## config.mk

```make
export PLATFORM = sky130hd
export DESIGN_NAME = busArbiter
export DESIGN_NICKNAME = d
export VERILOG_FILES = /design/src/rtl/memPkg.sv /design/src/rtl/busArbiter.sv
export SDC_FILE = /design/constraint.sdc
export NUM_CORES = 1
export LEC_CHECK = 0
export ABC_CLOCK_PERIOD_IN_PS = 1550
export BUFFER_PORTS_ARGS = -buffer_cell sky130_fd_sc_hd__buf_4
export CORE_AREA = 2 2 88 90
export CTS_CLUSTER_DIAMETER = 80
export DETAILED_ROUTE_END_ITERATION = 7
export DIE_AREA = 0 0 90 92
export HOLD_SLACK_MARGIN = 0.06
export PLACE_DENSITY = 0.57
export REMOVE_ABC_BUFFERS = 1
export SYNTH_ARGS = -nofsm -noshare
export SYNTH_HDL_FRONTEND = slang
export SYNTH_SLANG_ARGS = --single-unit
export TNS_END_PERCENT = 50
```

## constraint.sdc

```tcl
create_clock -name clk -period 1.55 [get_ports clk]
set_clock_uncertainty 0.05 [all_clocks]
set_input_delay 0.0775 -clock clk [delete_from_list [all_inputs] [get_ports clk]]
set_output_delay 0.0775 -clock clk [all_outputs]
set_load 0.02 [all_outputs]
```

## src/rtl/memPkg.sv

```systemverilog
// memPkg: shared sizes, address split and cache line state for the memory subsystem
package memPkg;

  //////////////////////////////////////////////////
  // word and address sizes
  //////////////////////////////////////////////////

  // data word carried on every port
  localparam int DATA_W = 32;

  // word address, RAM holds 2**ADDR_W words
  localparam int ADDR_W = 8;
  localparam int RAM_WORDS = 1 << ADDR_W;

  //////////////////////////////////////////////////
  // cache geometry
  //////////////////////////////////////////////////

  // index bits, one word per line
  localparam int LINE_W = 3;
  localparam int NUM_LINES = 1 << LINE_W;

  // upper address bits kept with each line
  localparam int TAG_W = ADDR_W - LINE_W;

  //////////////////////////////////////////////////
  // RAM timing
  //////////////////////////////////////////////////

  // cycles from a sampled request to ack
  localparam int RAM_LAT = 2;
  // counter width for the latency count
  localparam int LAT_W = $clog2(RAM_LAT) + 1;

  // per-line state kept by the cache
  typedef enum logic [1:0] {
    invalid = 2'b00,
    clean   = 2'b01,
    dirty   = 2'b10
  } lineState_t;

endpackage

```

## src/rtl/busArbiter.sv

```systemverilog
// busArbiter: round-robin sharing of the main RAM between the cache and the loader port
module busArbiter import memPkg::*; (
  input  logic              clk,
  input  logic              rst,
  // cache side
  input  logic              cReq,
  input  logic              cWrite,
  input  logic [ADDR_W-1:0] cAddr,
  input  logic [DATA_W-1:0] cWData,
  output logic              cAck,
  output logic [DATA_W-1:0] cRData,
  // loader side
  input  logic              ldReq,
  input  logic              ldWrite,
  input  logic [ADDR_W-1:0] ldAddr,
  input  logic [DATA_W-1:0] ldWData,
  output logic              ldAck,
  output logic [DATA_W-1:0] ldRData,
  // RAM side
  input  logic              ramAck,
  input  logic [DATA_W-1:0] ramRData,
  output logic              ramReq,
  output logic              ramWrite,
  output logic [ADDR_W-1:0] ramAddr,
  output logic [DATA_W-1:0] ramWData
);

  // grant state, owner 1 means loader
  logic granted;
  logic owner;
  // who got the previous grant, for fairness
  logic lastLd;
  logic ownerReq;

  assign ownerReq = owner ? ldReq : cReq;

  //////////////////////////////////////////////////
  // grant selection and release
  //////////////////////////////////////////////////
  always_ff @(posedge clk) begin
    if (rst) begin
      granted <= 1'b0;
      owner   <= 1'b0;
      lastLd  <= 1'b0;
    end else if (!granted) begin
      // RAM idle, pick a requester
      if (!ramAck && (cReq || ldReq)) begin
        granted <= 1'b1;
        if (cReq && ldReq) begin
          // both waiting, the one not served last wins
          owner  <= !lastLd;
          lastLd <= !lastLd;
        end else begin
          owner  <= ldReq;
          lastLd <= ldReq;
        end
      end
    end else if (!ownerReq && !ramAck) begin
      // four-phase cycle of the owner is complete
      granted <= 1'b0;
    end
  end

  // forward the owner's request
  assign ramReq   = granted && ownerReq;
  assign ramWrite = owner ? ldWrite : cWrite;
  assign ramAddr  = owner ? ldAddr  : cAddr;
  assign ramWData = owner ? ldWData : cWData;

  // ack and data go back to the owner only
  assign cAck    = granted && !owner && ramAck;
  assign ldAck   = granted && owner && ramAck;
  assign cRData  = (granted && !owner) ? ramRData : '0;
  assign ldRData = (granted && owner) ? ramRData : '0;

endmodule

```

==> reports/qor.csv <==
metric;value;unit
status;finished, final reports clean;
Clock Sinks;2;
endpoints failing hold;0;
Post-DP HPWL;5110;um
Root Buffer;clkbuf_8;
die area;8280;um^2
Post-synth ARST share;0;%
Slowest-stage cell, CP;dfxtp_4;
vias in the first global route;1756;
via count;1816;
critical path startpoint category;flop;
drt wl/cell;13.1;um
CP required;1.42;ns
Synth Warn #;0;
Avg Cell Area, Syn;8.40;um^2
Synth top cells by count;mux2_2, and2_1, and3_1;
Initial Util;15.2;%
DRC;0;
largest net degree at the start of global routing;53;
Rel. slew slack;87.1;%
worst setup path category;reg -> out;
Final Non-Filler Cells;458;
Final Max Tran Viols;0;
Placed Cells;452;
R2R Path Start;lastLd;
Post-Route Utilization;40.3;%
Post-Route WL;6010;um
first-pass GRT wire length;8820;um
Final period util;96.1;%
post-synth top area share;35.8;%
crit path from;lastLd;
drt first pass iters;4;
critical path endpoint category;primary output;
# H-tree levels;1;
CTS tree;built;
clk slew on worst S/H paths;0.03;ns
Core ar.;7450;um^2
cell chain of the critical path;buf_4, mux2_2, buf_4;
IO buf count;226;
FP Rows;32;
HP Start;ldReq;
Final Wtd Congestion;0.712;
Hold WS;0.143;ns
# diodes;0;
post-route minimum period;1.49;ns
max frequency;671;MHz
register area share after synthesis;3.53;%
CP arrival;1.36;ns
share of layout cells above drive strength 1;79.2;%
Leak;1.71;nW
synthesized instance count;135;
antenna violations before repair;0;
Final setup viols;0;
Chip Height;92;um
layout net count;477;
antenna viol nets, final;0;
Max Cap Viol;0;
CP max stage delay;0.39;ns
global route overflow;0;
RSZ-0062 raised after global routing;false;
synthesized flop and latch total;2;
area delta synth->final;165;%
Top Ports;227;
1st-iter DRT viols;30;
number of library cell types mapped by synthesis;20;
leading area contributor after synthesis;mux2_2;
Hold Path Class;in -> reg;
CTS max path bufs;2;
EDFF count, synth;0;
Worst path top cell family by delay;buffers and inverters;
Worst-Margin Slew;0.189;ns
clk_lat worst skew;0.21;ns
sum of buffers and inverters on the critical path;2;
die width;90;um
Synth area leaders;mux2_2, and2_1, and3_1;
Num CTS Buffers;3;
Synth Cell Area;1130;um^2
dominant cell by count in the synthesized netlist;mux2_2;
top_reg_cell synth;dfxtp_1;
crit-path max FO;25;
Max IR drop VDD;0.201;mV
power per cell area;418;nW/um^2
most used cell, CP;buf_4;
Avg Vias per Cell;3.97;
All-Layer GR Usage;12.8;%
==> where the power goes <==
group | total (mW) | internal (mW) | switching (mW)
clock | 0.205 | 0.164 | 0.0410
combinational | 0.985 | 0.547 | 0.439
sequential | 0.0633 | 0.0560 | 0.00729
==> final timing paths <==
path	end	slack (ns)	depth (start not counted)
worst max-delay path	ramWData[25]	0.06	3
worst min-delay path	granted	0.14	3
worst max register to register	granted	0.30	4
worst min register to register	granted	0.70	4
==> stage by stage <==
step                      cell area (um^2)  TNS (ns)  setup WS, ns  power (mW)
after CTS                             2970         0       0.00803        1.26
after global routing                  3000         0       0.00204        1.33
after global placement                2910         0         0.216        1.04
after floorplan                       1020    -86.61        -0.910       0.502
final                                 3000         0        0.0608        1.25
after detailed placement              2910         0         0.210        1.04
==> sequential cells by signal, indices dropped and copies added, names as in the netlist <==
register,count
granted,1
lastLd,1
==> per-layer routing <==
metal / wire length [um] / track usage (%)
met1: 2210 / 14.1
met2: 3050 / 23.7
met3: 700 / 5.18
met4: 38 / 1.92
met5: 0 / 0
==> cell usage in the layout, fill, tap and decap left out, types with 2 or more instances in the layout <==
cell type,synthesis,layout
and3_1,33,33
mux2_2,36,36
dlygate4sd3_1,0,2
and2_1,33,33
clkbuf_8,0,3
buf_4,3,229
mux2_4,5,5
==> layout make-up <==
cell class,instances,area [um^2]
Timing Repair Buffer,234,1810
Fill cell,762,4450
Clock buffer,3,41.3
Sequential cell,2,43.8
Tap cell,102,128
Multi-Input combinational cell,116,973
Inverter,1,3.75
==> cells by family after synthesis <==
group	synth area share [%]
mux	43.3
buf+inv	10.6
simple gates	38.7
flops	3.53
compound gates	3.86
==> timing repair <==
action | 4_1_cts | 5_1_grt
buffers inserted | 0 | 0
setup endpoints to repair | 9 | 29
cloned | 0 | 1
hold buffers | 2 | 0
endpoints found under the hold margin | 2 | 0
gates resized for setup | 1 | 1
==> worst register-to-register path, stage by stage, from the launching register on <==
cell and delay, ns:
dfxtp_4 0.39, clkbuf_16 0.23, mux2i_1 0.26, a21bo_2 0.16, a21oi_1 0.06
(Power assumes the default switching activity.)
