==> src/rtl/memPkg.sv <==
// memPkg: shared sizes, address split and cache line state for the memory subsystem
package memPkg;

  //////////////////////////////////////////////////
  // word and address sizes
  //////////////////////////////////////////////////

  // data word carried on every port
  localparam int DATA_W = 32;

  // word address, RAM holds 2**ADDR_W words
  localparam int ADDR_W = 8;
  localparam int RAM_WORDS = 1 << ADDR_W;

  //////////////////////////////////////////////////
  // cache geometry
  //////////////////////////////////////////////////

  // index bits, one word per line
  localparam int LINE_W = 3;
  localparam int NUM_LINES = 1 << LINE_W;

  // upper address bits kept with each line
  localparam int TAG_W = ADDR_W - LINE_W;

  //////////////////////////////////////////////////
  // RAM timing
  //////////////////////////////////////////////////

  // cycles from a sampled request to ack
  localparam int RAM_LAT = 2;
  // counter width for the latency count
  localparam int LAT_W = $clog2(RAM_LAT) + 1;

  // per-line state kept by the cache
  typedef enum logic [1:0] {
    invalid = 2'b00,
    clean   = 2'b01,
    dirty   = 2'b10
  } lineState_t;

endpackage

==> src/rtl/dataCache.sv <==
// dataCache: direct-mapped write-back cache for the host port with refill, writeback and flush visits
module dataCache import memPkg::*; (
  input  logic              clk,
  input  logic              rst,
  // host port
  input  logic              hostReq,
  input  logic              hostWrite,
  input  logic [ADDR_W-1:0] hostAddr,
  input  logic [DATA_W-1:0] hostWData,
  output logic              hostAck,
  output logic [DATA_W-1:0] hostRData,
  // flush visits
  input  logic [LINE_W-1:0] fIdx,
  input  logic              fReq,
  output logic              fAck,
  // toward the arbiter
  output logic              cReq,
  output logic              cWrite,
  output logic [ADDR_W-1:0] cAddr,
  output logic [DATA_W-1:0] cWData,
  input  logic              cAck,
  input  logic [DATA_W-1:0] cRData
);

  typedef enum logic [2:0] {
    csIdle,
    csWbReq,
    csWbRel,
    csMiss,
    csFillReq,
    csFillRel,
    csHostAck,
    csFlushAck
  } cacheState_t;

  // line storage
  logic [TAG_W-1:0]  tagArr [NUM_LINES];
  logic [DATA_W-1:0] dataArr [NUM_LINES];
  lineState_t        stateArr [NUM_LINES];

  cacheState_t       state;
  // current writeback belongs to a flush visit
  logic              fromFlush;
  // set from the first flush visit until the last line is done
  logic              flushBusy;

  // host address split
  logic [LINE_W-1:0] hIdx;
  logic [TAG_W-1:0]  hTag;
  logic              hit;

  assign hIdx = hostAddr[LINE_W-1:0];
  assign hTag = hostAddr[ADDR_W-1:LINE_W];
  assign hit  = (stateArr[hIdx] != invalid) && (tagArr[hIdx] == hTag);

  // handshake outputs decoded from state
  assign hostAck = (state == csHostAck);
  assign fAck    = (state == csFlushAck);
  assign cReq    = (state == csWbReq) || (state == csFillReq);

  //////////////////////////////////////////////////
  // main FSM
  //////////////////////////////////////////////////
  always_ff @(posedge clk) begin
    if (rst) begin
      state     <= csIdle;
      fromFlush <= 1'b0;
      flushBusy <= 1'b0;
      for (int i = 0; i < NUM_LINES; i++) begin
        stateArr[i] <= invalid;
      end
    end else begin
      case (state)
        csIdle: begin
          if (fReq) begin
            // flush visit, write back only a dirty line
            flushBusy <= 1'b1;
            fromFlush <= 1'b1;
            if (stateArr[fIdx] == dirty) begin
              cWrite <= 1'b1;
              cAddr  <= {tagArr[fIdx], fIdx};
              cWData <= dataArr[fIdx];
              state  <= csWbReq;
            end else begin
              state <= csFlushAck;
            end
          end else if (hostReq && !flushBusy) begin
            fromFlush <= 1'b0;
            if (hit) begin
              if (hostWrite) begin
                dataArr[hIdx]  <= hostWData;
                stateArr[hIdx] <= dirty;
              end else begin
                hostRData <= dataArr[hIdx];
              end
              state <= csHostAck;
            end else if (stateArr[hIdx] == dirty) begin
              // victim goes back to RAM first
              cWrite <= 1'b1;
              cAddr  <= {tagArr[hIdx], hIdx};
              cWData <= dataArr[hIdx];
              state  <= csWbReq;
            end else begin
              state <= csMiss;
            end
          end
        end
        csWbReq: begin
          if (cAck) begin
            // line now matches RAM
            if (fromFlush) begin
              stateArr[cAddr[LINE_W-1:0]] <= clean;
            end
            state <= csWbRel;
          end
        end
        csWbRel: begin
          if (!cAck) begin
            state <= fromFlush ? csFlushAck : csMiss;
          end
        end
        csMiss: begin
          if (hostWrite) begin
            // write allocate, a one-word line needs no refill
            tagArr[hIdx]   <= hTag;
            dataArr[hIdx]  <= hostWData;
            stateArr[hIdx] <= dirty;
            state          <= csHostAck;
          end else begin
            cWrite <= 1'b0;
            cAddr  <= hostAddr;
            state  <= csFillReq;
          end
        end
        csFillReq: begin
          if (cAck) begin
            tagArr[hIdx]   <= hTag;
            dataArr[hIdx]  <= cRData;
            stateArr[hIdx] <= clean;
            hostRData      <= cRData;
            state          <= csFillRel;
          end
        end
        csFillRel: begin
          if (!cAck) begin
            state <= csHostAck;
          end
        end
        csHostAck: begin
          // phase 4 toward the host
          if (!hostReq) begin
            state <= csIdle;
          end
        end
        csFlushAck: begin
          if (!fReq) begin
            // last line visited, hosts may run again
            if (fIdx == LINE_W'(NUM_LINES - 1)) begin
              flushBusy <= 1'b0;
            end
            state <= csIdle;
          end
        end
        default: begin
          state <= csIdle;
        end
      endcase
    end
  end

endmodule

==> config.mk <==
export PLATFORM = sky130hd
export DESIGN_NAME = dataCache
export DESIGN_NICKNAME = d
export VERILOG_FILES = /design/src/rtl/memPkg.sv /design/src/rtl/dataCache.sv
export SDC_FILE = /design/constraint.sdc
export NUM_CORES = 1
export LEC_CHECK = 0
export BUFFER_PORTS_ARGS = -buffer_cell sky130_fd_sc_hd__buf_2
export CAP_MARGIN = 20
export CORE_UTILIZATION = 51
export DETAILED_ROUTE_END_ITERATION = 12
export MAX_ROUTING_LAYER = met4
export PLACE_DENSITY_LB_ADDON = 0.15
export SYNTH_ARGS = -nofsm -noshare
export SYNTH_HDL_FRONTEND = slang
export SYNTH_SLANG_ARGS = --single-unit
==> constraint.sdc <==
create_clock -name clk -period 4.35 [get_ports clk]
set_clock_uncertainty 0.05 [all_clocks]
set_input_delay 0.6525 -clock clk [delete_from_list [all_inputs] [get_ports clk]]
set_output_delay 0.6525 -clock clk [all_outputs]
set_load 0.005 [all_outputs]
==> results of run 1 <==
-- where the power goes --
part	internal [W]	leakage, nW	switching, W
clock	0.00205	0.654	0.00145
combinational	0.000490	3.29	0.000732
sequential	0.00435	3.53	0.000104
total	0.00689	7.47	0.00228
-- metal layers --
metal	track usage, %	share of wire [%]	up-vias	wire (um)
met4	9.58	3.0	0	1530
li1	-	-	5313	-
met2	45.7	48	663	24900
met3	4.84	8.2	96	4260
met1	39.4	41	6182	21000
met5	-	0	-	0
-- per-stage QoR --
step                hold WS, ns  setup WS, ns  utilization [%]
floorplan                 0.420        0.0570                -
global placement          0.446         0.628             56.3
detailed placement        0.449         0.525             56.3
CTS                       0.374          1.08             60.1
global route              0.379         0.798             60.1
finish                    0.387          1.02             60.1
-- area by class of cell --
type / instances / area (um2)
Clock buffer: 50 / 1100
Clock inverter: 26 / 240
Fill cell: 2679 / 14200
Inverter: 7 / 26.3
Multi-Input combinational cell: 744 / 6420
Sequential cell: 390 / 11700
Tap cell: 461 / 577
Timing Repair Buffer: 220 / 1350
-- critical path: stages --
cell and delay (ns):
buf_2 0.29, buf_4 0.42, nor2_2 0.25, a32o_1 0.27, a221oi_1 0.55, a21oi_1 0.19, nand4_2 0.14, buf_4 0.29
buf_4 0.28, o21ai_0 0.17
-- synthesized netlist by cell type (3+ instances only) --
| library cell | number | area, um2 |
|---|---|---|
| a211oi_1 | 6 | 45.0 |
| a21boi_0 | 3 | 22.5 |
| a21boi_1 | 3 | 22.5 |
| a21oi_1 | 66 | 330 |
| a221o_1 | 4 | 40.0 |
| a221oi_1 | 32 | 280 |
| a222oi_1 | 3 | 30.0 |
| a22o_1 | 22 | 193 |
| a22oi_1 | 52 | 390 |
| a311oi_1 | 3 | 26.3 |
| a31oi_1 | 10 | 62.6 |
| and3_1 | 5 | 31.3 |
| buf_1 | 4 | 15.0 |
| buf_2 | 28 | 140 |
| buf_4 | 3 | 22.5 |
| buf_6 | 3 | 33.8 |
| clkbuf_1 | 52 | 195 |
| dfxtp_1 | 5 | 100 |
| edfxtp_1 | 385 | 11600 |
| inv_1 | 6 | 22.5 |
| mux2_2 | 49 | 552 |
| mux2i_1 | 71 | 711 |
| mux4_2 | 84 | 1890 |
| nand2_1 | 132 | 495 |
| nand2b_1 | 8 | 50.1 |
| nand3_1 | 6 | 30.0 |
| nand4_1 | 3 | 18.8 |
| nor2_1 | 66 | 248 |
| nor2b_1 | 19 | 119 |
| nor3_1 | 21 | 105 |
| nor3b_1 | 3 | 22.5 |
| o211a_1 | 3 | 30.0 |
| o21ai_0 | 23 | 115 |
| o221a_2 | 3 | 33.8 |
| o22ai_1 | 3 | 18.8 |
| o2bb2ai_1 | 3 | 26.3 |
-- logic make-up (layout without fill, tap and decap cells) --
| group | Yosys count | count (layout) | share of synthesized area (%) |
|---|---|---|---|
| simple gates | 286 | 286 | 7.32 |
| compound gates | 252 | 252 | 9.64 |
| mux | 204 | 204 | 17.1 |
| xor+xnor | 2 | 2 | 0.0952 |
| buf+inv | 98 | 303 | 2.43 |
| flops | 390 | 390 | 63.4 |
-- registers in the layout (all words and copies together) (netlist names) --
| register | count |
|---|---|
| cAddr | 8 |
| cWData | 32 |
| cWrite | 1 |
| dataArr | 256 |
| flushBusy | 1 |
| fromFlush | 1 |
| hostRData | 32 |
| state | 3 |
| stateArr | 16 |
| tagArr | 40 |
-- final timing paths --
path,slack (ns),start,end,depth (start not counted)
setup / recovery,1.02,hostAddr[0],stateArr[4][0],10
hold / removal,0.39,cRData[9],hostRData[9],2
setup reg to reg,1.16,state[2],dataArr[6][6],5
hold reg to reg,0.47,fromFlush,fromFlush,2
==> flow_summary.yaml, run 1 <==
critical_path:
  start_kind: "input port"
  critPathKind: "in2reg"
  cp_max_fo: 25
  end_kind: "register"
  crit_arrival_ns: 3.53
  required_ns: 4.55
placed_design:
  placed_area_um2: 20000
  port-buffer-count: 156
  dp_hpwl_um: 34400
  gp_congestion: 0.981
  dp.cells: 1822
clock_tree:
  cts_made_buffers: 42
  cts_root_buffer: "clkbuf_16"
  cts.clk_slew.worst_paths_ns: 0.06
  clk_latency_ns: 0.53
  cts_resized: 0
  clock_sinks: 390
  h-tree-depth: 2
  hold_buffers: 0
  cts_tree: "done"
  max-clock-path-buffers: 3
  post-cts-setup-buffer-count: 0
outcome:
  status: "finished, final reports clean"
sta:
  max_slew_margin_pct: 34.5
  rsz0062_at_grt: "false"
  setup_viol: 0
  slew_viol_final: 0
  finalSetupTns_ns: 0
  finalHoldViolCount: 0
  finalCritPeriodShare_pct: 76.5
  layout_min_cycle_time_ns: 3.33
  fmax_mhz: 300
  tightest_slew_ns: 0.982
drt:
  wl_per_cell_um: 27.3
  vias_per_cell: 6.46
  ant_nets: 0
  drt_first_pass_iters: 5
  drcViolationCount: 0
  wirelength_um: 51700
  drt_iter0_drc: 1313
  vias: 12254
logic_synthesis:
  ys_seq_area_share_pct: 63.4
  yosysUniqueCellTypes: 65
  synth_area_um2: 18400
  syn_inst: 1232
  synthesis.nets: 1313
  synth_seq_cells: 390
  synth.avg_cell_area_um2: 14.9
  synthArstFlopShare_pct: 0
  ys_warn_count: 0
  synth_edf_count: 385
  ys.flop_type: "edfxtp_1"
final_layout:
  nets: 1486
  final_area_um2: 21400
  drive_above_1_share_pct: 31.0
  syn_to_final_growth_pct: 16.2
  stdcell_count: 1898
  mostFrequentLayoutCell: "edfxtp_1"
  layout_common_cells: "edfxtp_1, buf_2, nand2_1, mux4_2, mux2i_1"
  diodes: 0
die:
  dieArea_um2: 36800
  coreArea_um2: 35600
  die_w_um: 192
  die_y_um: 192
  start_util_pct: 51.7
  row_count: 69
  ios: 157
global_routing:
  grt_max_degree: 74
  grt_pass1_vias: 11993
  grt_pass1_wl_um: 76100
  grt_usage_pct: 29.3
  gr-total-overflow: 0
  antenna_found_initial: 0
worst_hold_path:
  hold_class: "in2reg"
power:
  power_w: 0.00917
  ir_worst_vdd_uv: 368
  powerDensity_nw_per_um2: 429
  power_leakage_nw: 7.47
flow_run:
  cap_viol_max_count: 0
No activity file was read; power rests on OpenSTA's default activity.
==> run 2, diff against run 1 <==
==> constraint.sdc (replaced) <==
create_clock -name clk -period 2.81 [get_ports clk]
set_clock_uncertainty 0.05 [all_clocks]
set_input_delay 0.4215 -clock clk [delete_from_list [all_inputs] [get_ports clk]]
set_output_delay 0.4215 -clock clk [all_outputs]
set_load 0.005 [all_outputs]
==> run 2 against run 1 <==
Against the previous run:
- non-clock buffer count is 57 higher
- combinational power grew 70%
- worst setup slack got worse by 0.81 ns
- count of clock-buffer cells in the layout decreased by 3
- final area grew 3.1%
- utilization up 1.8 points
- total power is 56% higher
- worst hold slack worse by 0.29 ns
- clock power increased by 54%
- via count grew 1.5%
- sequential power increased by 53%
==> flow_summary.yaml, run 2 (synthesis results as in run 1) <==
outcome:
  status: "finished, final reports clean"
critical_path:
  crit_slowest_cell: "or4b_1"
  cp_max_fo: 16
  start_kind: "register"
  crit_chain: "nor3_2 > nand2b_1 > or4b_1 > a21oi_1 > nand4_2 > buf_12 > a21boi_4 > buf_12"
  required_ns: 3.00
  critPathTopFamily: "simple AND/OR/NAND/NOR gates"
  cpMostUsedCell: "buf_12"
  max_stage_delay_ns: 0.57
  crit_arrival_ns: 2.79
  end_kind: "register"
  path_buf_inv: 2
  critPathKind: "reg2reg"
final_layout:
  reg.largest.list: "dataArr (256), tagArr (40)"
  stdcell_count: 1954
  layout_common_cells: "edfxtp_1, buf_2, nand2_1, buf_4, mux4_2"
  largest_reg_flops: 256
  mostFrequentLayoutCell: "edfxtp_1"
  utilization_pct: 61.9
  syn_to_final_growth_pct: 19.8
  nets: 1542
  drive_above_1_share_pct: 34.2
  largest_register: "dataArr"
  diodes: 0
die:
  die_y_um: 192
  coreArea_um2: 35600
  start_util_pct: 51.7
  row_count: 69
  ios: 157
  dieArea_um2: 36800
  die_w_um: 192
clock_tree:
  max-clock-path-buffers: 3
  cts_tree: "done"
  h-tree-depth: 2
  hold_buffers: 0
  clk_latency_ns: 0.54
  cts.clk_slew.worst_paths_ns: 0.06
  cts_root_buffer: "clkbuf_16"
  cts_made_buffers: 41
  clock_sinks: 390
sta:
  rsz0062_at_grt: "false"
  finalHoldViolCount: 0
  max_slew_margin_pct: 38.5
  slew_viol_final: 0
  layout_min_cycle_time_ns: 2.60
  tightest_slew_ns: 0.923
  setup_viol: 0
  finalCritPeriodShare_pct: 92.6
  fmax_mhz: 384
drt:
  drcViolationCount: 0
  ant_nets: 0
  vias: 12438
  drt_iter0_drc: 1338
  vias_per_cell: 6.37
  wirelength_um: 51100
  drt_first_pass_iters: 6
  wl_per_cell_um: 26.2
power:
  ir_worst_vdd_uv: 487
  powerDensity_nw_per_um2: 649
  power_leakage_nw: 7.81
placed_design:
  port-buffer-count: 156
  gp_congestion: 0.955
  dp.cells: 1879
  dp_hpwl_um: 33900
worst_hold_path:
  hold_class: "in2reg"
global_routing:
  grt_pass1_vias: 12291
  antenna_found_initial: 0
  grt_usage_pct: 29.1
  gr-total-overflow: 0
  grt_pass1_wl_um: 75700
  grt_max_degree: 53
flow_run:
  cap_viol_max_count: 0
## run 2: changes by cell type in the layout (fill, tap and decap cells not counted), moves of 2 or more
cell / delta
buf_4: +42
buf_12: +15
clkinv_1: -3
clkbuf_1: -2
clkinvlp_4: +2
## run 2: path summary, 6_finish.rpt
| check | startpoint | to | slack, ns | cells past startpoint |
|---|---|---|---|---|
| max | state[2] | dataArr[1][15] | 0.21 | 8 |
| min | rst | fromFlush | 0.09 | 2 |
| max reg2reg | state[2] | dataArr[1][15] | 0.21 | 8 |
| min reg2reg | flushBusy | flushBusy | 0.47 | 2 |
## run 2: cell type report
| class | instances | area [um2] |
|---|---|---|
| Clock buffer | 47 | 1070 |
| Clock inverter | 28 | 288 |
| Fill cell | 2699 | 13500 |
| Inverter | 7 | 26.3 |
| Multi-Input combinational cell | 744 | 6440 |
| Sequential cell | 390 | 11700 |
| Tap cell | 461 | 577 |
| Timing Repair Buffer | 277 | 1970 |
## run 2: where the power goes
part	total, W	switching, W	internal [W]
combinational	0.00207	0.00121	0.000860
sequential	0.00683	0.0000961	0.00673
clock	0.00540	0.00227	0.00314
total	0.0143	0.00357	0.0107
## run 2: through the flow
step	hold WS [ns]	area (um2)	TNS [ns]	worst slack, ns	total power (W)
floorplan	0.420	18500	-34.12	-0.138	0.00820
global placement	0.452	20700	-33.83	-0.212	0.00898
detailed placement	0.461	20700	-50.28	-0.248	0.00901
CTS	0.0914	22000	0	0.169	0.0144
global route	0.0958	22000	0	0.0206	0.0148
finish	0.0936	22000	0	0.208	0.0143
## run 2: metal layers
| layer | vias to the layer above | routed length (um) | global-route usage [%] |
|---|---|---|---|
| li1 | 5425 | - | - |
| met1 | 6252 | 20800 | 39.6 |
| met2 | 655 | 24600 | 46.3 |
| met3 | 106 | 4430 | 4.13 |
| met4 | 0 | 1310 | 7.69 |
| met5 | - | 0 | - |
## run 2: what timing repair did
action / in CTS / in global routing
setup buffers: 0 / 0
endpoints found under the setup margin: 0 / 1
gates resized for setup: 0 / 1
==> run 3, diff against run 2 <==
==> constraint.sdc (replaced) <==
create_clock -name clk -period 2.81 [get_ports clk]
set_clock_uncertainty 0.05 [all_clocks]
set_input_delay 0.281 -clock clk [delete_from_list [all_inputs] [get_ports clk]]
set_output_delay 0.281 -clock clk [all_outputs]
set_load 0.005 [all_outputs]
==> run 3 against run 2 <==
Against the previous run:
- die area stayed put
- combinational power about the same
- clock power is 9.6% higher
- count of clock-buffer cells in the layout fell by 3
- sequential power is essentially flat
- cell count is essentially flat
- largest cell class unchanged
- highest routed layer unchanged
==> flow_summary.yaml, run 3 (synthesis results as in run 1) <==
outcome:
  status: "finished, final reports clean"
clock_tree:
  max-clock-path-buffers: 3
  h-tree-depth: 2
  clock_sinks: 390
  cts.clk_slew.worst_paths_ns: 0.06
  cts_root_buffer: "clkbuf_16"
  cts_made_buffers: 41
  clk_latency_ns: 0.55
  cts_tree: "done"
placed_design:
  port-buffer-count: 156
  gp_congestion: 0.912
  dp_hpwl_um: 33900
final_layout:
  mostFrequentLayoutCell: "edfxtp_1"
  reg.largest.list: "dataArr (256), tagArr (40)"
  nets: 1542
  largest_reg_flops: 256
  syn_to_final_growth_pct: 20.9
  multiInputGateArea_um2: 6440
  layout_common_cells: "edfxtp_1, buf_2, nand2_1, mux4_2, buf_4"
  largest_register: "dataArr"
  fillCellCount: 2634
  seq_area_um2: 11700
  drive_above_1_share_pct: 33.3
  diodes: 0
critical_path:
  max_stage_delay_ns: 0.53
  r2r_cells: 8
  cp_max_fo: 22
  cpMostUsedCell: "buf_12"
  crit_chain: "nor3_2 > nand2b_1 > or4b_1 > a21oi_1 > nand4_2 > buf_12 > a21oi_4 > buf_12"
  required_ns: 3.00
  critPathKind: "reg2reg"
  path_buf_inv: 2
  worstReg2RegEnd: "dataArr[6][11]"
  r2r-start: "state[2]"
  end_kind: "register"
  crit_arrival_ns: 2.83
  critPathTopFamily: "simple AND/OR/NAND/NOR gates"
  r2r_slack_ns: 0.17
  start_kind: "register"
  crit_slowest_cell: "or4b_1"
global_routing:
  grt_usage_pct: 29.5
  top_usage_layer: "met2"
  grt_pass1_wl_um: 76300
  use_met2_pct: 46.7
  antenna_found_initial: 0
  grt_pass1_vias: 12271
  grtUsageMet3_pct: 5.26
  grt_max_degree: 45
  gr-total-overflow: 0
  grt_util_met1_pct: 38.4
worst_hold_path:
  hold_class: "in2reg"
  hp-start: "cRData[9]"
  hold_depth: 2
  hold_end: "hostRData[9]"
die:
  row_count: 69
  coreArea_um2: 35600
  start_util_pct: 51.7
  die_y_um: 192
  ios: 157
  die_w_um: 192
  dieArea_um2: 36800
drt:
  vias: 12384
  wirelength_um: 51800
  drt_first_pass_iters: 5
  wl_per_cell_um: 26.5
  vias_per_cell: 6.33
  ant_nets: 0
  drcViolationCount: 0
  drt_iter0_drc: 1001
sta:
  setup_viol: 0
  slew_viol_final: 0
  max_slew_margin_pct: 37.3
  rsz0062_at_grt: "false"
  worst_hold_slack_ns: 0.0184
  finalHoldViolCount: 0
  finalCritPeriodShare_pct: 94.1
  tightest_slew_ns: 0.937
  finalSetupTns_ns: 0
  layout_min_cycle_time_ns: 2.64
  fmax_mhz: 378
power:
  power_w: 0.0148
  power_leakage_nw: 7.88
  ir_worst_vdd_uv: 551
  powerDensity_nw_per_um2: 667
flow_run:
  cap_viol_max_count: 0
run 3: where the power goes:
part           internal (W)  switching, W  leakage (nW)
clock network       0.00362       0.00230         0.714
logic              0.000877       0.00121          3.64
registers           0.00673      0.000101          3.53
total                0.0112       0.00361          7.88
run 3: layout make-up:
class                      instances  area share, %
sequential                       390           52.4
multi-input combinational        744           28.9
timing repair buffer             277           9.27
clock buffer                      44           4.85
tap                              461           2.59
clock inverter                    32           1.82
inverter                           7          0.118
run 3: how the worst max path moves through the flow:
| stage | from | endpoint | cells past startpoint |
|---|---|---|---|
| finish | state[2] | dataArr[6][11] | 8 |
| global route | state[2] | dataArr[6][28] | 8 |
| CTS | state[2] | stateArr[4][0] | 7 |
| detailed placement | hostAddr[1] | dataArr[2][23] | 10 |
| global placement | hostAddr[0] | cWData[17] | 10 |
| floorplan | state[2] | dataArr[0][0] | 8 |
run 3: per-stage QoR:
step,area [um2],worst slack (ns),util [%],instances
2_1_floorplan,18500,0.000294,-,1232
3_3_place_gp,20600,0.00895,57.9,1864
3_5_place_dp,20600,-0.0356,57.9,1864
4_1_cts,22200,0.0542,62.5,1954
5_1_grt,22200,0.0370,62.5,1955
6_report,22200,0.166,62.5,1955
run 3: per-layer routing:
layer	routed length [um]	vias to the layer above
met2	25100	676
met3	4440	120
li1	-	5408
met4	1650	0
met5	0	-
met1	20600	6180
run 3: repair_timing:
item,in CTS,in global routing
setup endpoints to repair,0,0
hold buffers,14,0
endpoints found under the hold margin,14,0
resized for setup,0,0
setup buffers,0,0
