[src/rtl/memPkg.sv]
// memPkg: shared sizes, address split and cache line state for the memory subsystem
package memPkg;

  //////////////////////////////////////////////////
  // word and address sizes
  //////////////////////////////////////////////////

  // data word carried on every port
  localparam int DATA_W = 32;

  // word address, RAM holds 2**ADDR_W words
  localparam int ADDR_W = 8;
  localparam int RAM_WORDS = 1 << ADDR_W;

  //////////////////////////////////////////////////
  // cache geometry
  //////////////////////////////////////////////////

  // index bits, one word per line
  localparam int LINE_W = 3;
  localparam int NUM_LINES = 1 << LINE_W;

  // upper address bits kept with each line
  localparam int TAG_W = ADDR_W - LINE_W;

  //////////////////////////////////////////////////
  // RAM timing
  //////////////////////////////////////////////////

  // cycles from a sampled request to ack
  localparam int RAM_LAT = 2;
  // counter width for the latency count
  localparam int LAT_W = $clog2(RAM_LAT) + 1;

  // per-line state kept by the cache
  typedef enum logic [1:0] {
    invalid = 2'b00,
    clean   = 2'b01,
    dirty   = 2'b10
  } lineState_t;

endpackage

[src/rtl/cacheFlush.sv]
// cacheFlush: flush sequencer visiting every cache line so dirty data reaches main RAM
module cacheFlush import memPkg::*; (
  input  logic              clk,
  input  logic              rst,
  input  logic              flushReq,
  output logic              flushAck,
  output logic [LINE_W-1:0] fIdx,
  output logic              fReq,
  input  logic              fAck
);

  typedef enum logic [1:0] {
    fsIdle,
    fsReq,
    fsRel,
    fsDone
  } flushState_t;

  flushState_t state;

  // handshakes decoded from state
  assign fReq     = (state == fsReq);
  assign flushAck = (state == fsDone);

  //////////////////////////////////////////////////
  // line walk
  //////////////////////////////////////////////////
  always_ff @(posedge clk) begin
    if (rst) begin
      state <= fsIdle;
      fIdx  <= '0;
    end else begin
      case (state)
        fsIdle: begin
          if (flushReq) begin
            fIdx  <= '0;
            state <= fsReq;
          end
        end
        // wait for the cache to finish this line
        fsReq: begin
          if (fAck) begin
            state <= fsRel;
          end
        end
        fsRel: begin
          if (!fAck) begin
            if (fIdx == LINE_W'(NUM_LINES - 1)) begin
              state <= fsDone;
            end else begin
              fIdx  <= fIdx + 1'b1;
              state <= fsReq;
            end
          end
        end
        fsDone: begin
          // hold flushAck until the requester lets go
          if (!flushReq) begin
            state <= fsIdle;
          end
        end
        default: begin
          state <= fsIdle;
        end
      endcase
    end
  end

endmodule

[config.mk]
export PLATFORM = sky130hd
export DESIGN_NAME = cacheFlush
export DESIGN_NICKNAME = d
export VERILOG_FILES = /design/src/rtl/memPkg.sv /design/src/rtl/cacheFlush.sv
export SDC_FILE = /design/constraint.sdc
export NUM_CORES = 1
export LEC_CHECK = 0
export BUFFER_PORTS_ARGS = -buffer_cell sky130_fd_sc_hd__buf_4
export CORE_AREA = 5 5 42 44
export DETAILED_ROUTE_END_ITERATION = 8
export DIE_AREA = 0 0 47 49
export PLACE_DENSITY_LB_ADDON = 0.08
export SLEW_MARGIN = 20
export SYNTH_ARGS = -nofsm -noshare
export SYNTH_HDL_FRONTEND = slang
export SYNTH_SLANG_ARGS = --single-unit
[constraint.sdc]
create_clock -name clk -period 4.4 [get_ports clk]
set_input_delay 0.88 -clock clk [delete_from_list [all_inputs] [get_ports clk]]
set_output_delay 0.88 -clock clk [all_outputs]
set_load 0.005 [all_outputs]
==> key figures, run 1 <==
Power
  – Cell Pwr Density: 314 mW/mm^2
  – Switching Fraction: approximately a quarter
  – Clock group share of total power: between 40% and 50%
  – Psw: between 0.02 and 0.03 mW
  – Gate power share: 13.3%
  – Cell internal pwr: about 0.091 mW
  – Tot Pwr: about 0.12 mW
  – Leakage Power: 0.177 nW
  – Sequential Power Share: 42.1%
  – Max IR drop VDD: between 0.15 and 0.2 mV

Setup path
  – CP max-delay cell: dfxtp_1
  – End of the critical path: fReq
  – Startpoint Class: flip-flop
  – CP max stage delay: roughly 420 ps
  – Crit path cell chain: and2b_2 > buf_4
  – Setup Crit Path Kind: reg -> out
  – Crit-path max FO: 7
  – CP startpoint: state[1]$_SDFFE_PP0P_
  – CP bufs+invs: 1
  – Critical Path RT: between 3000 and 4000 ps
  – CP endpoint kind: output port
  – FF-to-FF Start: fIdx[0]$_SDFFE_PP0P_
  – Register-to-Register Path Depth: 5
  – R2r setup slk: approximately 2900 ps
  – Worst EP arrival: between 1000 and 1500 ps
  – RR Endpoint: fIdx[0]$_SDFFE_PP0P_
  – Critical path depth in cells: 2
  – CP top delay family: flip-flops

Clock network
  – CTS root buf: clkbuf_4
  – Cts bufs inserted: 3
  – H-tree Lvls: 1
  – Post-cts sizing count: 0
  – Worst skew pair latency: around 240 ps
  – Reg clk slew, reported paths: 40 ps
  – Post-CTS setup buffer count: 0
  – Hold-fix buffers, CTS: 0
  – CTS Sinks: 5
  – CTS tree: built
  – Max Root-Sink Buffers: 2

Layout
  – Layout cells sized above 1: between 40% and 50%
  – Post-layout util: a little over a quarter
  – Synth-to-layout area growth: 38.6%
  – Final Cell Area: 382 um^2
  – Storage cell area: 100 um^2
  – Fill count: 160
  – Antenna cell count: 0
  – Layout net count: 43
  – Area of the multi-input gates: between 150 and 200 um^2

Synthesis
  – Number of synthesis warnings: 0
  – #FFs+latches synth: 5
  – Netlist cell types: 15
  – Synth Instances: 24
  – Syn Nets: 30
  – Syn Area/Cell: 11.5 um^2
  – Seq/Total Area, Yosys: between 30% and 40%
  – Post-synthesis cell area: roughly 280 um^2

Route
  – Vias per cell: roughly 4.4
  – Vias post-DR: 227
  – Final wirelength: ~530 um
  – Antenna Nets Post-Route: 0
  – Avg WL per Cell: ~10 um
  – Post-route DRC: 0
  – DR iter-0 viols: 1
  – First drt pass iteration count: 2

Floorplan
  – Die Footprint: about 0.0023 mm^2
  – Die width: 47 um
  – Core area: 0.00140 mm^2
  – Std-Cell Rows: 14
  – I/O Pins: 9
  – Die height: between 40 and 50 um
  – Starting density of the core: 19.6%

Run status
  – Status: completed

Placed design
  – Hpwl dp: ~450 um
  – Post-Place Cell Area: approximately 360 um^2
  – PortBufs: 8
  – RePlAce Congestion: roughly 0.75

Timing
  – RSZ-0062 raised after global routing: no
  – Endpoints failing hold: 0
  – Worst Tran Pin Value: approximately 270 ps
  – Final TNS setup: 0 ps
  – Number of setup violations in the final report: 0
  – Worst Clk Skew: 1.28 ps
  – Worst slew margin: 82.2%
  – Min Hold Slack: a little over 500 ps
  – Tmin final: roughly 1900 ps
  – Final period utilization: a little over two fifths
  – F_max: 0.524 GHz
  – Slew Viols, Final: 0

GRT
  – Largest net degree at the start of global routing: 8
  – Global-route wire length before repair: about 1000 um
  – GRT Total Usage: around 6.3%
  – Gr ovfl total: 0
  – Number of global-route vias before repair: 257
  – Initial antenna violation count: 0

Flow run
  – Max-cap violation count: 0

Hold path
  – HP Class: reg -> reg
==> cells in the mapped netlist, drive strengths merged <==
| master | instances | area share [%] |
|---|---|---|
| and2 | 1 | 2.7 |
| nor2 | 4 | 5.5 |
| o21a | 1 | 2.7 |
| a22o | 2 | 6.4 |
| a211oi | 2 | 7.3 |
| xor2 | 1 | 3.2 |
| inv | 1 | 1.4 |
| nor4b | 1 | 8.6 |
| ha | 2 | 9.1 |
| and2b | 2 | 5.9 |
| dfxtp | 5 | 36 |
| a2111oi | 1 | 5.5 |
| mux2 | 1 | 5.5 |
==> metal layers <==
layer  vias up  global-route usage (%)  share of wire [%]
met5         -                       0                  0
met4         0                       0                  0
met3         0                    6.64                 16
met2         9                    8.82                 43
met1       105                    7.03                 40
li1        113                       -                  -
==> worst min-delay path by stage <==
stage                    startpoint                   end  slack, ps  cells after the start
3_5_place_dp   fIdx[1]$_SDFFE_PP0P_  fIdx[1]$_SDFFE_PP0P_        510                      1
5_1_grt        fIdx[1]$_SDFFE_PP0P_  fIdx[1]$_SDFFE_PP0P_        560                      1
3_3_place_gp   fIdx[1]$_SDFFE_PP0P_  fIdx[1]$_SDFFE_PP0P_        500                      1
2_1_floorplan  fIdx[1]$_SDFFE_PP0P_  fIdx[1]$_SDFFE_PP0P_        500                      1
4_1_cts        fIdx[1]$_SDFFE_PP0P_  fIdx[1]$_SDFFE_PP0P_        520                      1
6_report       fIdx[1]$_SDFFE_PP0P_  fIdx[1]$_SDFFE_PP0P_        510                      1
==> state kept, by name, summed over array words and instances, names as in the netlist <==
| register | flops |
|---|---|
| fIdx | 3 |
| state | 2 |
==> layout by cell type (no fill, tap or decap), drive strengths merged <==
| cell type | synthesis | routed |
|---|---|---|
| and2b | 2 | 2 |
| o21a | 1 | 1 |
| mux2 | 1 | 1 |
| inv | 1 | 1 |
| clkbuf | 0 | 4 |
| dfxtp | 5 | 5 |
| a22o | 2 | 2 |
| nor2 | 4 | 4 |
| a211oi | 2 | 2 |
| and2 | 1 | 1 |
| a2111oi | 1 | 1 |
| xor2 | 1 | 1 |
| ha | 2 | 2 |
| buf | 0 | 8 |
| nor4b | 1 | 1 |
==> through the flow <==
step / setup WS (ps) / std cells
after floorplan: 2840 / 24
after global placement: 2680 / 48
after detailed placement: 2660 / 48
after CTS: 2470 / 52
after global routing: 2420 / 52
final: 2490 / 52
==> logic make-up (layout without fill, tap and decap cells) <==
kind of cell | after synthesis | after routing | share of synthesized area [%]
xor+xnor | 1 | 1 | 3.18
simple gates | 8 | 8 | 22.7
flops | 5 | 5 | 36.4
buf+inv | 1 | 13 | 1.36
fa+ha+maj | 2 | 2 | 9.09
compound gates | 6 | 6 | 21.8
mux | 1 | 1 | 5.45
==> power by group through the flow <==
| stage | logic, mW | clock network [mW] | registers (mW) |
|---|---|---|---|
| after floorplan | 0.00934 | 0 | 0.0507 |
| after global placement | 0.0162 | 0 | 0.0513 |
| after detailed placement | 0.0162 | 0 | 0.0514 |
| after CTS | 0.0163 | 0.0558 | 0.0505 |
| after global routing | 0.0185 | 0.0594 | 0.0508 |
| final | 0.0160 | 0.0533 | 0.0504 |
==> area by class of cell <==
class | instances | share of cell area (%)
clock buffer | 4 | 6.89
inverter | 1 | 0.984
multi-input combinational | 18 | 44.9
sequential | 5 | 26.2
tap | 16 | 5.25
timing repair buffer | 8 | 15.7
(Power assumes the default switching activity.)
==> run 2, diff against run 1 <==
Clock period 4.4 ns to 2 ns, I/O delays scaled along.
==> run 2 against run 1 <==
Compared with the run above: hold slack got worse by 150 ps; utilization unchanged; critical path depth is 3 higher; highest routed layer unchanged; wire length rose by 7.2%; combinational power up 120%; critical path type is now reg -> reg; via count fell by 6.2%; design area unchanged; clock power rose by 120%.
==> key figures, run 2 (synthesis gave the netlist of run 1 again) <==
Run status
  – Status: completed

Clock network
  – Hold-fix buffers, CTS: 0 (unchanged)
  – Cts bufs inserted: 3 (unchanged)
  – CTS root buf: clkbuf_4
  – Reg clk slew, reported paths: 40 ps (about the same)
  – H-tree Lvls: 1 (unchanged)
  – Post-cts sizing count: 0 (unchanged)
  – Max Root-Sink Buffers: 2 (unchanged)
  – Worst skew pair latency: 240 ps (about the same)
  – CTS Sinks: 5 (unchanged)
  – Post-CTS setup buffer count: 0 (unchanged)
  – CTS tree: built

GRT
  – Initial antenna violation count: 0 (unchanged)
  – Largest net degree at the start of global routing: 8 (unchanged)
  – GRT Total Usage: 5.85% (-0.42 points)
  – Gr ovfl total: 0 (unchanged)
  – Global-route wire length before repair: 903 um (-13%)
  – Number of global-route vias before repair: 220 (-14%)

Power
  – Max IR drop VDD: 0.366 mV (+130%)
  – Leakage Power: 0.177 nW (unchanged)
  – Cell Pwr Density: 687 mW/mm^2 (+120%)
  – Tot Pwr: 0.262 mW (+120%)

Timing
  – Endpoints failing hold: 0 (unchanged)
  – Worst Clk Skew: 4.71 ps (+3.43 ps)
  – Tmin final: around 1500 ps
  – Worst slew margin: 82.1% (-0.12 points)
  – RSZ-0062 raised after global routing: no
  – F_max: roughly 0.66 GHz
  – Slew Viols, Final: 0 (unchanged)
  – Final TNS setup: 0 ps (unchanged)
  – Worst Tran Pin Value: 268 ps (+1.90 ps)
  – Number of setup violations in the final report: 0 (unchanged)
  – Final period utilization: about 76%

Setup path
  – Worst EP arrival: 1650 ps (+620 ps)
  – Register-to-Register Path Depth: 5 (unchanged)
  – CP endpoint kind: flip-flop
  – Critical Path RT: 2130 ps (-1390 ps)
  – Startpoint Class: flip-flop
  – Crit-path max FO: 3 (-4)
  – Setup Crit Path Kind: reg -> reg

Layout
  – Max FFs per register: 3 (unchanged)
  – Antenna cell count: 0 (unchanged)
  – Fill count: 150 (-6.3%)
  – Layout net count: 43 (unchanged)
  – Leading cell types in the layout, fill and taps excluded: buf_4 (8), dfxtp_1 (5), nor2_1 (4)
  – Commonest non-fill, non-tap cell in the layout: buf_4
  – Synth-to-layout area growth: 38.6% (unchanged)
  – Layout cells sized above 1: 47.2% (unchanged)
  – Post-layout util: 27.2% (unchanged)
  – Reg with most FFs: fIdx
  – Biggest regs: fIdx x3, state x2

Route
  – Post-route DRC: 0 (unchanged)
  – DR iter-0 viols: 6 (+5)
  – Vias post-DR: 213 (-6.2%)
  – Vias per cell: 4.10 (-6.2%)
  – First drt pass iteration count: 3 (+1)
  – Avg WL per Cell: 10.8 um (+7.2%)
  – Final wirelength: 563 um (+7.2%)
  – Antenna Nets Post-Route: 0 (unchanged)

Floorplan
  – Die Footprint: 0.00230 mm^2 (unchanged)
  – Core area: 0.00140 mm^2 (unchanged)
  – I/O Pins: 9 (unchanged)
  – Starting density of the core: 19.6% (unchanged)
  – Std-Cell Rows: 14 (unchanged)
  – Die height: 49 um (unchanged)
  – Die width: 47 um (unchanged)

Placed design
  – Hpwl dp: 427 um (-4.7%)
  – PortBufs: 8 (unchanged)
  – RePlAce Congestion: 0.630 (-16%)

Flow run
  – Max-cap violation count: 0 (unchanged)

Hold path
  – WHS Path Cells: 2 (+1)
  – HP Class: in -> reg
-- run 2: cell counts in the layout (fill, tap and decap cells not counted) --
Identical to the previous run, type by type.
-- run 2: area by class of cell --
| type | count | area, um^2 | share of cell area (%) |
|---|---|---|---|
| clock buffers | 4 | 26.3 | 6.89 |
| inverters | 1 | 3.75 | 0.984 |
| multi-input cells | 18 | 171 | 44.9 |
| flip-flops and latches | 5 | 100 | 26.2 |
| well taps | 16 | 20.0 | 5.25 |
| repair buffers | 8 | 60.1 | 15.7 |
-- run 2: worst paths after layout --
| path | start | to | slack, ps |
|---|---|---|---|
| worst max-delay path | fIdx[0]$_SDFFE_PP0P_ | fIdx[0]$_SDFFE_PP0P_ | 480 |
| worst min-delay path | rst | state[1]$_SDFFE_PP0P_ | 350 |
| worst max register to register | fIdx[0]$_SDFFE_PP0P_ | fIdx[0]$_SDFFE_PP0P_ | 480 |
| worst min register to register | fIdx[1]$_SDFFE_PP0P_ | fIdx[1]$_SDFFE_PP0P_ | 510 |
-- run 2: where the power goes --
part           leakage, nW  switching (mW)  internal (mW)
clock network       0.0150          0.0398         0.0753
logic                0.121          0.0157         0.0199
registers           0.0407         0.00742          0.104
-- run 2: worst max-delay path, stage by stage (launching register included) --
cell and delay [ps]:
dfxtp_1 330, ha_1 220, ha_1 220, nor4b_4 290
a211oi_2 100, mux2_4 260
-- run 2: per-layer routing --
metal	GRT usage, %	wire length, um	share of wire [%]
met4	0	0	0
met1	6.37	253	45
met3	7.01	79	14
met5	0	0	0
met2	7.92	230	41
-- run 2: stage by stage --
| stage | hold slack [ps] | instances | area (um^2) | worst slack (ps) |
|---|---|---|---|---|
| finish | 355 | 52 | 382 | 477 |
| global route | 350 | 52 | 382 | 412 |
| CTS | 344 | 52 | 382 | 458 |
| detailed placement | 509 | 48 | 355 | 466 |
| global placement | 497 | 48 | 355 | 472 |
| floorplan | 469 | 24 | 275 | 544 |
==> run 3, diff against run 2 <==
Settings changed: ABC_AREA set to 1.
Clock period 2 ns to 1.5 ns, I/O delays scaled along.
==> run 3 against run 2 <==
Compared with the run above: area after synthesis is 16% higher; utilization rose by 3.2 points; worst setup slack worse by 300 ps; non-clock buffer count is the same; synthesized cell count increased by 120%; via count is 53% higher; design area grew 12%; sequential share of layout area decreased by 2.8 points; clock power grew 41%; clock skew is 4.4 ps lower; first-iteration DRC count down 67%; critical endpoint is now fReq; largest cell class unchanged; highest routed layer is now met4.
==> key figures, run 3 <==
Layout
  – Biggest regs: fIdx x3, state x2
  – Max FFs per register: 3 (unchanged)
  – Layout cells sized above 1: 26.6% (-21 points)
  – Leading cell types in the layout, fill and taps excluded: nand2_1 (17), inv_1 (8), buf_4 (8)
  – Reg with most FFs: fIdx
  – Layout net count: 71 (+65%)
  – Final Cell Area: 427 um^2 (+12%)
  – Synth-to-layout area growth: 33.2%
  – Commonest non-fill, non-tap cell in the layout: nand2_1
  – Antenna cell count: 0 (unchanged)
  – Post-layout util: 30.4% (+3.2 points)

Timing
  – Slew Viols, Final: 0 (unchanged)
  – Final period utilization: approximately 88%
  – Worst Tran Pin Value: 247 ps (-21.0 ps)
  – Worst Clk Skew: 0.346 ps (-4.36 ps)
  – F_max: approximately 0.76 GHz
  – Min Hold Slack: 211 ps (-144 ps)
  – Tmin final: approximately 1300 ps
  – Final TNS setup: 0 ps (unchanged)
  – RSZ-0062 raised after global routing: no
  – Endpoints failing hold: 0 (unchanged)
  – Worst slew margin: 83.5% (+1.4 points)
  – Number of setup violations in the final report: 0 (unchanged)

Setup path
  – Worst EP arrival: 1020 ps (-630 ps)
  – Setup Crit Path Kind: reg -> out
  – Critical Path RT: 1200 ps (-930 ps)
  – Register-to-Register Path Depth: 8 (+3)
  – R2r setup slk: 220 ps (-260 ps)
  – Crit-path max FO: 7 (+4)
  – RR Endpoint: fIdx[1]$_SDFFE_PP0P_
  – CP endpoint kind: output port
  – Startpoint Class: flip-flop
  – FF-to-FF Start: fIdx[0]$_SDFFE_PP0P_

Floorplan
  – Starting density of the core: 22.9% (+3.2 points)
  – Die height: 49 um (unchanged)
  – Std-Cell Rows: 14 (unchanged)
  – I/O Pins: 9 (unchanged)
  – Die Footprint: 0.00230 mm^2 (unchanged)
  – Die width: 47 um (unchanged)
  – Core area: 0.00140 mm^2 (unchanged)

Synthesis
  – Synth top area share: 31.3% (-5.1 points)
  – Netlist cell types: 12 (-3)
  – Number of synthesis warnings: 0 (unchanged)
  – Synth Instances: 52 (+120%)
  – Seq/Total Area, Yosys: 31.3% (-5.1 points)
  – Post-synth ARST share: 0% (unchanged)
  – Post-synth EDFFs: 0 (unchanged)
  – Syn Nets: 58 (+93%)
  – Top-count cell post-synth: nand2_1
  – Post-synthesis cell area: 320 um^2 (+16%)
  – Synth area leaders: dfxtp_1 (31%), nand2_1 (20%), inv_1 (9.4%)
  – Syn Area/Cell: 6.16 um^2 (-46%)
  – #FFs+latches synth: 5 (unchanged)
  – Commonest cells in the netlist: nand2_1 (17), inv_1 (8), nor2_1 (7)
  – Main flop type after synthesis: dfxtp_1
  – Synth area leader: dfxtp_1

GRT
  – Global-route wire length before repair: 1150 um (+28%)
  – Met3 Usage GRT: 3.32% (-3.7 points)
  – Gr ovfl total: 0 (unchanged)
  – Global route hottest layer: met2
  – GR Layer Usage met2: 9.28% (+1.4 points)
  – Initial antenna violation count: 0 (unchanged)
  – Number of global-route vias before repair: 282 (+28%)
  – Largest net degree at the start of global routing: 8 (unchanged)
  – GRT Total Usage: 7.46% (+1.6 points)
  – Met1 Use GR: 8.33% (+2.0 points)

Clock network
  – CTS root buf: clkbuf_4
  – CTS Sinks: 5 (unchanged)
  – Post-CTS setup buffer count: 0 (unchanged)
  – Hold-fix buffers, CTS: 0 (unchanged)
  – Post-cts sizing count: 0 (unchanged)
  – Worst skew pair latency: 240 ps (about the same)
  – Max Root-Sink Buffers: 2 (unchanged)
  – CTS tree: built
  – Cts bufs inserted: 3 (unchanged)
  – H-tree Lvls: 1 (unchanged)
  – Reg clk slew, reported paths: 50 ps (about the same)

Route
  – DR iter-0 viols: 2 (-4)
  – Antenna Nets Post-Route: 0 (unchanged)
  – First drt pass iteration count: 2 (-1)
  – Avg WL per Cell: 8.45 um (-22%)
  – Vias per cell: 4.06 (-0.82%)
  – Final wirelength: 676 um (+20%)
  – Post-route DRC: 0 (unchanged)
  – Vias post-DR: 325 (+53%)

Power
  – Max IR drop VDD: 0.565 mV (+54%)
  – Cell Pwr Density: 1320 mW/mm^2 (+92%)
  – Leakage Power: 0.260 nW (+47%)
  – Tot Pwr: 0.564 mW (+120%)

Hold path
  – Worst Hold End: state[0]$_SDFFE_PP0P_
  – WHS Path Cells: 2 (unchanged)
  – Critical hold path startpoint: rst
  – HP Class: in -> reg

Placed design
  – Hpwl dp: 545 um (+27%)
  – PortBufs: 8 (unchanged)
  – RePlAce Congestion: 0.763 (+21%)
  – Post-Place Cell Area: 400 um^2 (+13%)

Flow run
  – Max-cap violation count: 0 (unchanged)

Run status
  – Status: completed
[run 3: cell families after synthesis]
kind of cell	count (synthesis)	synth area share (%)
flops	5	31.3
compound gates	2	3.13
simple gates	32	44.9
fa+ha+maj	2	7.81
buf+inv	11	12.9
[run 3: metrics by stage]
stage / instances / setup WS [ps]
final: 80 / 180
after global routing: 80 / 86.3
after CTS: 80 / 155
after detailed placement: 76 / 205
after global placement: 76 / 208
after floorplan: 52 / 288
[run 3: how the worst max path moves through the flow]
stage	from	to	slack, ps
6_report	state[1]$_SDFFE_PP0P_	fReq	180
5_1_grt	state[1]$_SDFFE_PP0P_	fReq	90
4_1_cts	state[1]$_SDFFE_PP0P_	fReq	160
3_5_place_dp	fIdx[0]$_SDFFE_PP0P_	fIdx[1]$_SDFFE_PP0P_	200
3_3_place_gp	fIdx[0]$_SDFFE_PP0P_	fIdx[1]$_SDFFE_PP0P_	210
2_1_floorplan	fIdx[0]$_SDFFE_PP0P_	fIdx[0]$_SDFFE_PP0P_	290
[run 3: area by class of cell]
cell class | instances | area (um^2)
Tap cell | 16 | 20.0
Fill cell | 174 | 975
Timing Repair Buffer | 8 | 60.1
Sequential cell | 5 | 100
Clock buffer | 4 | 26.3
Multi-Input combinational cell | 36 | 179
Inverter | 11 | 41.3
[run 3: worst max-delay path, cell delays in order, from the launching register on]
cell and delay (ps):
dfxtp_1 450, inv_2 80, nand2_1 80, inv_1 40, buf_4 120
[run 3: power breakdown]
part	total, mW	switching [mW]	internal (mW)
clock	0.162	0.0611	0.101
combinational	0.203	0.109	0.0943
sequential	0.198	0.0350	0.163
[run 3: per-layer routing]
metal  wire length (um)  part of all wire [%]
met1                293                    43
met3                 50                   7.4
met4                 17                   2.5
met2                316                    47
met5                  0                     0
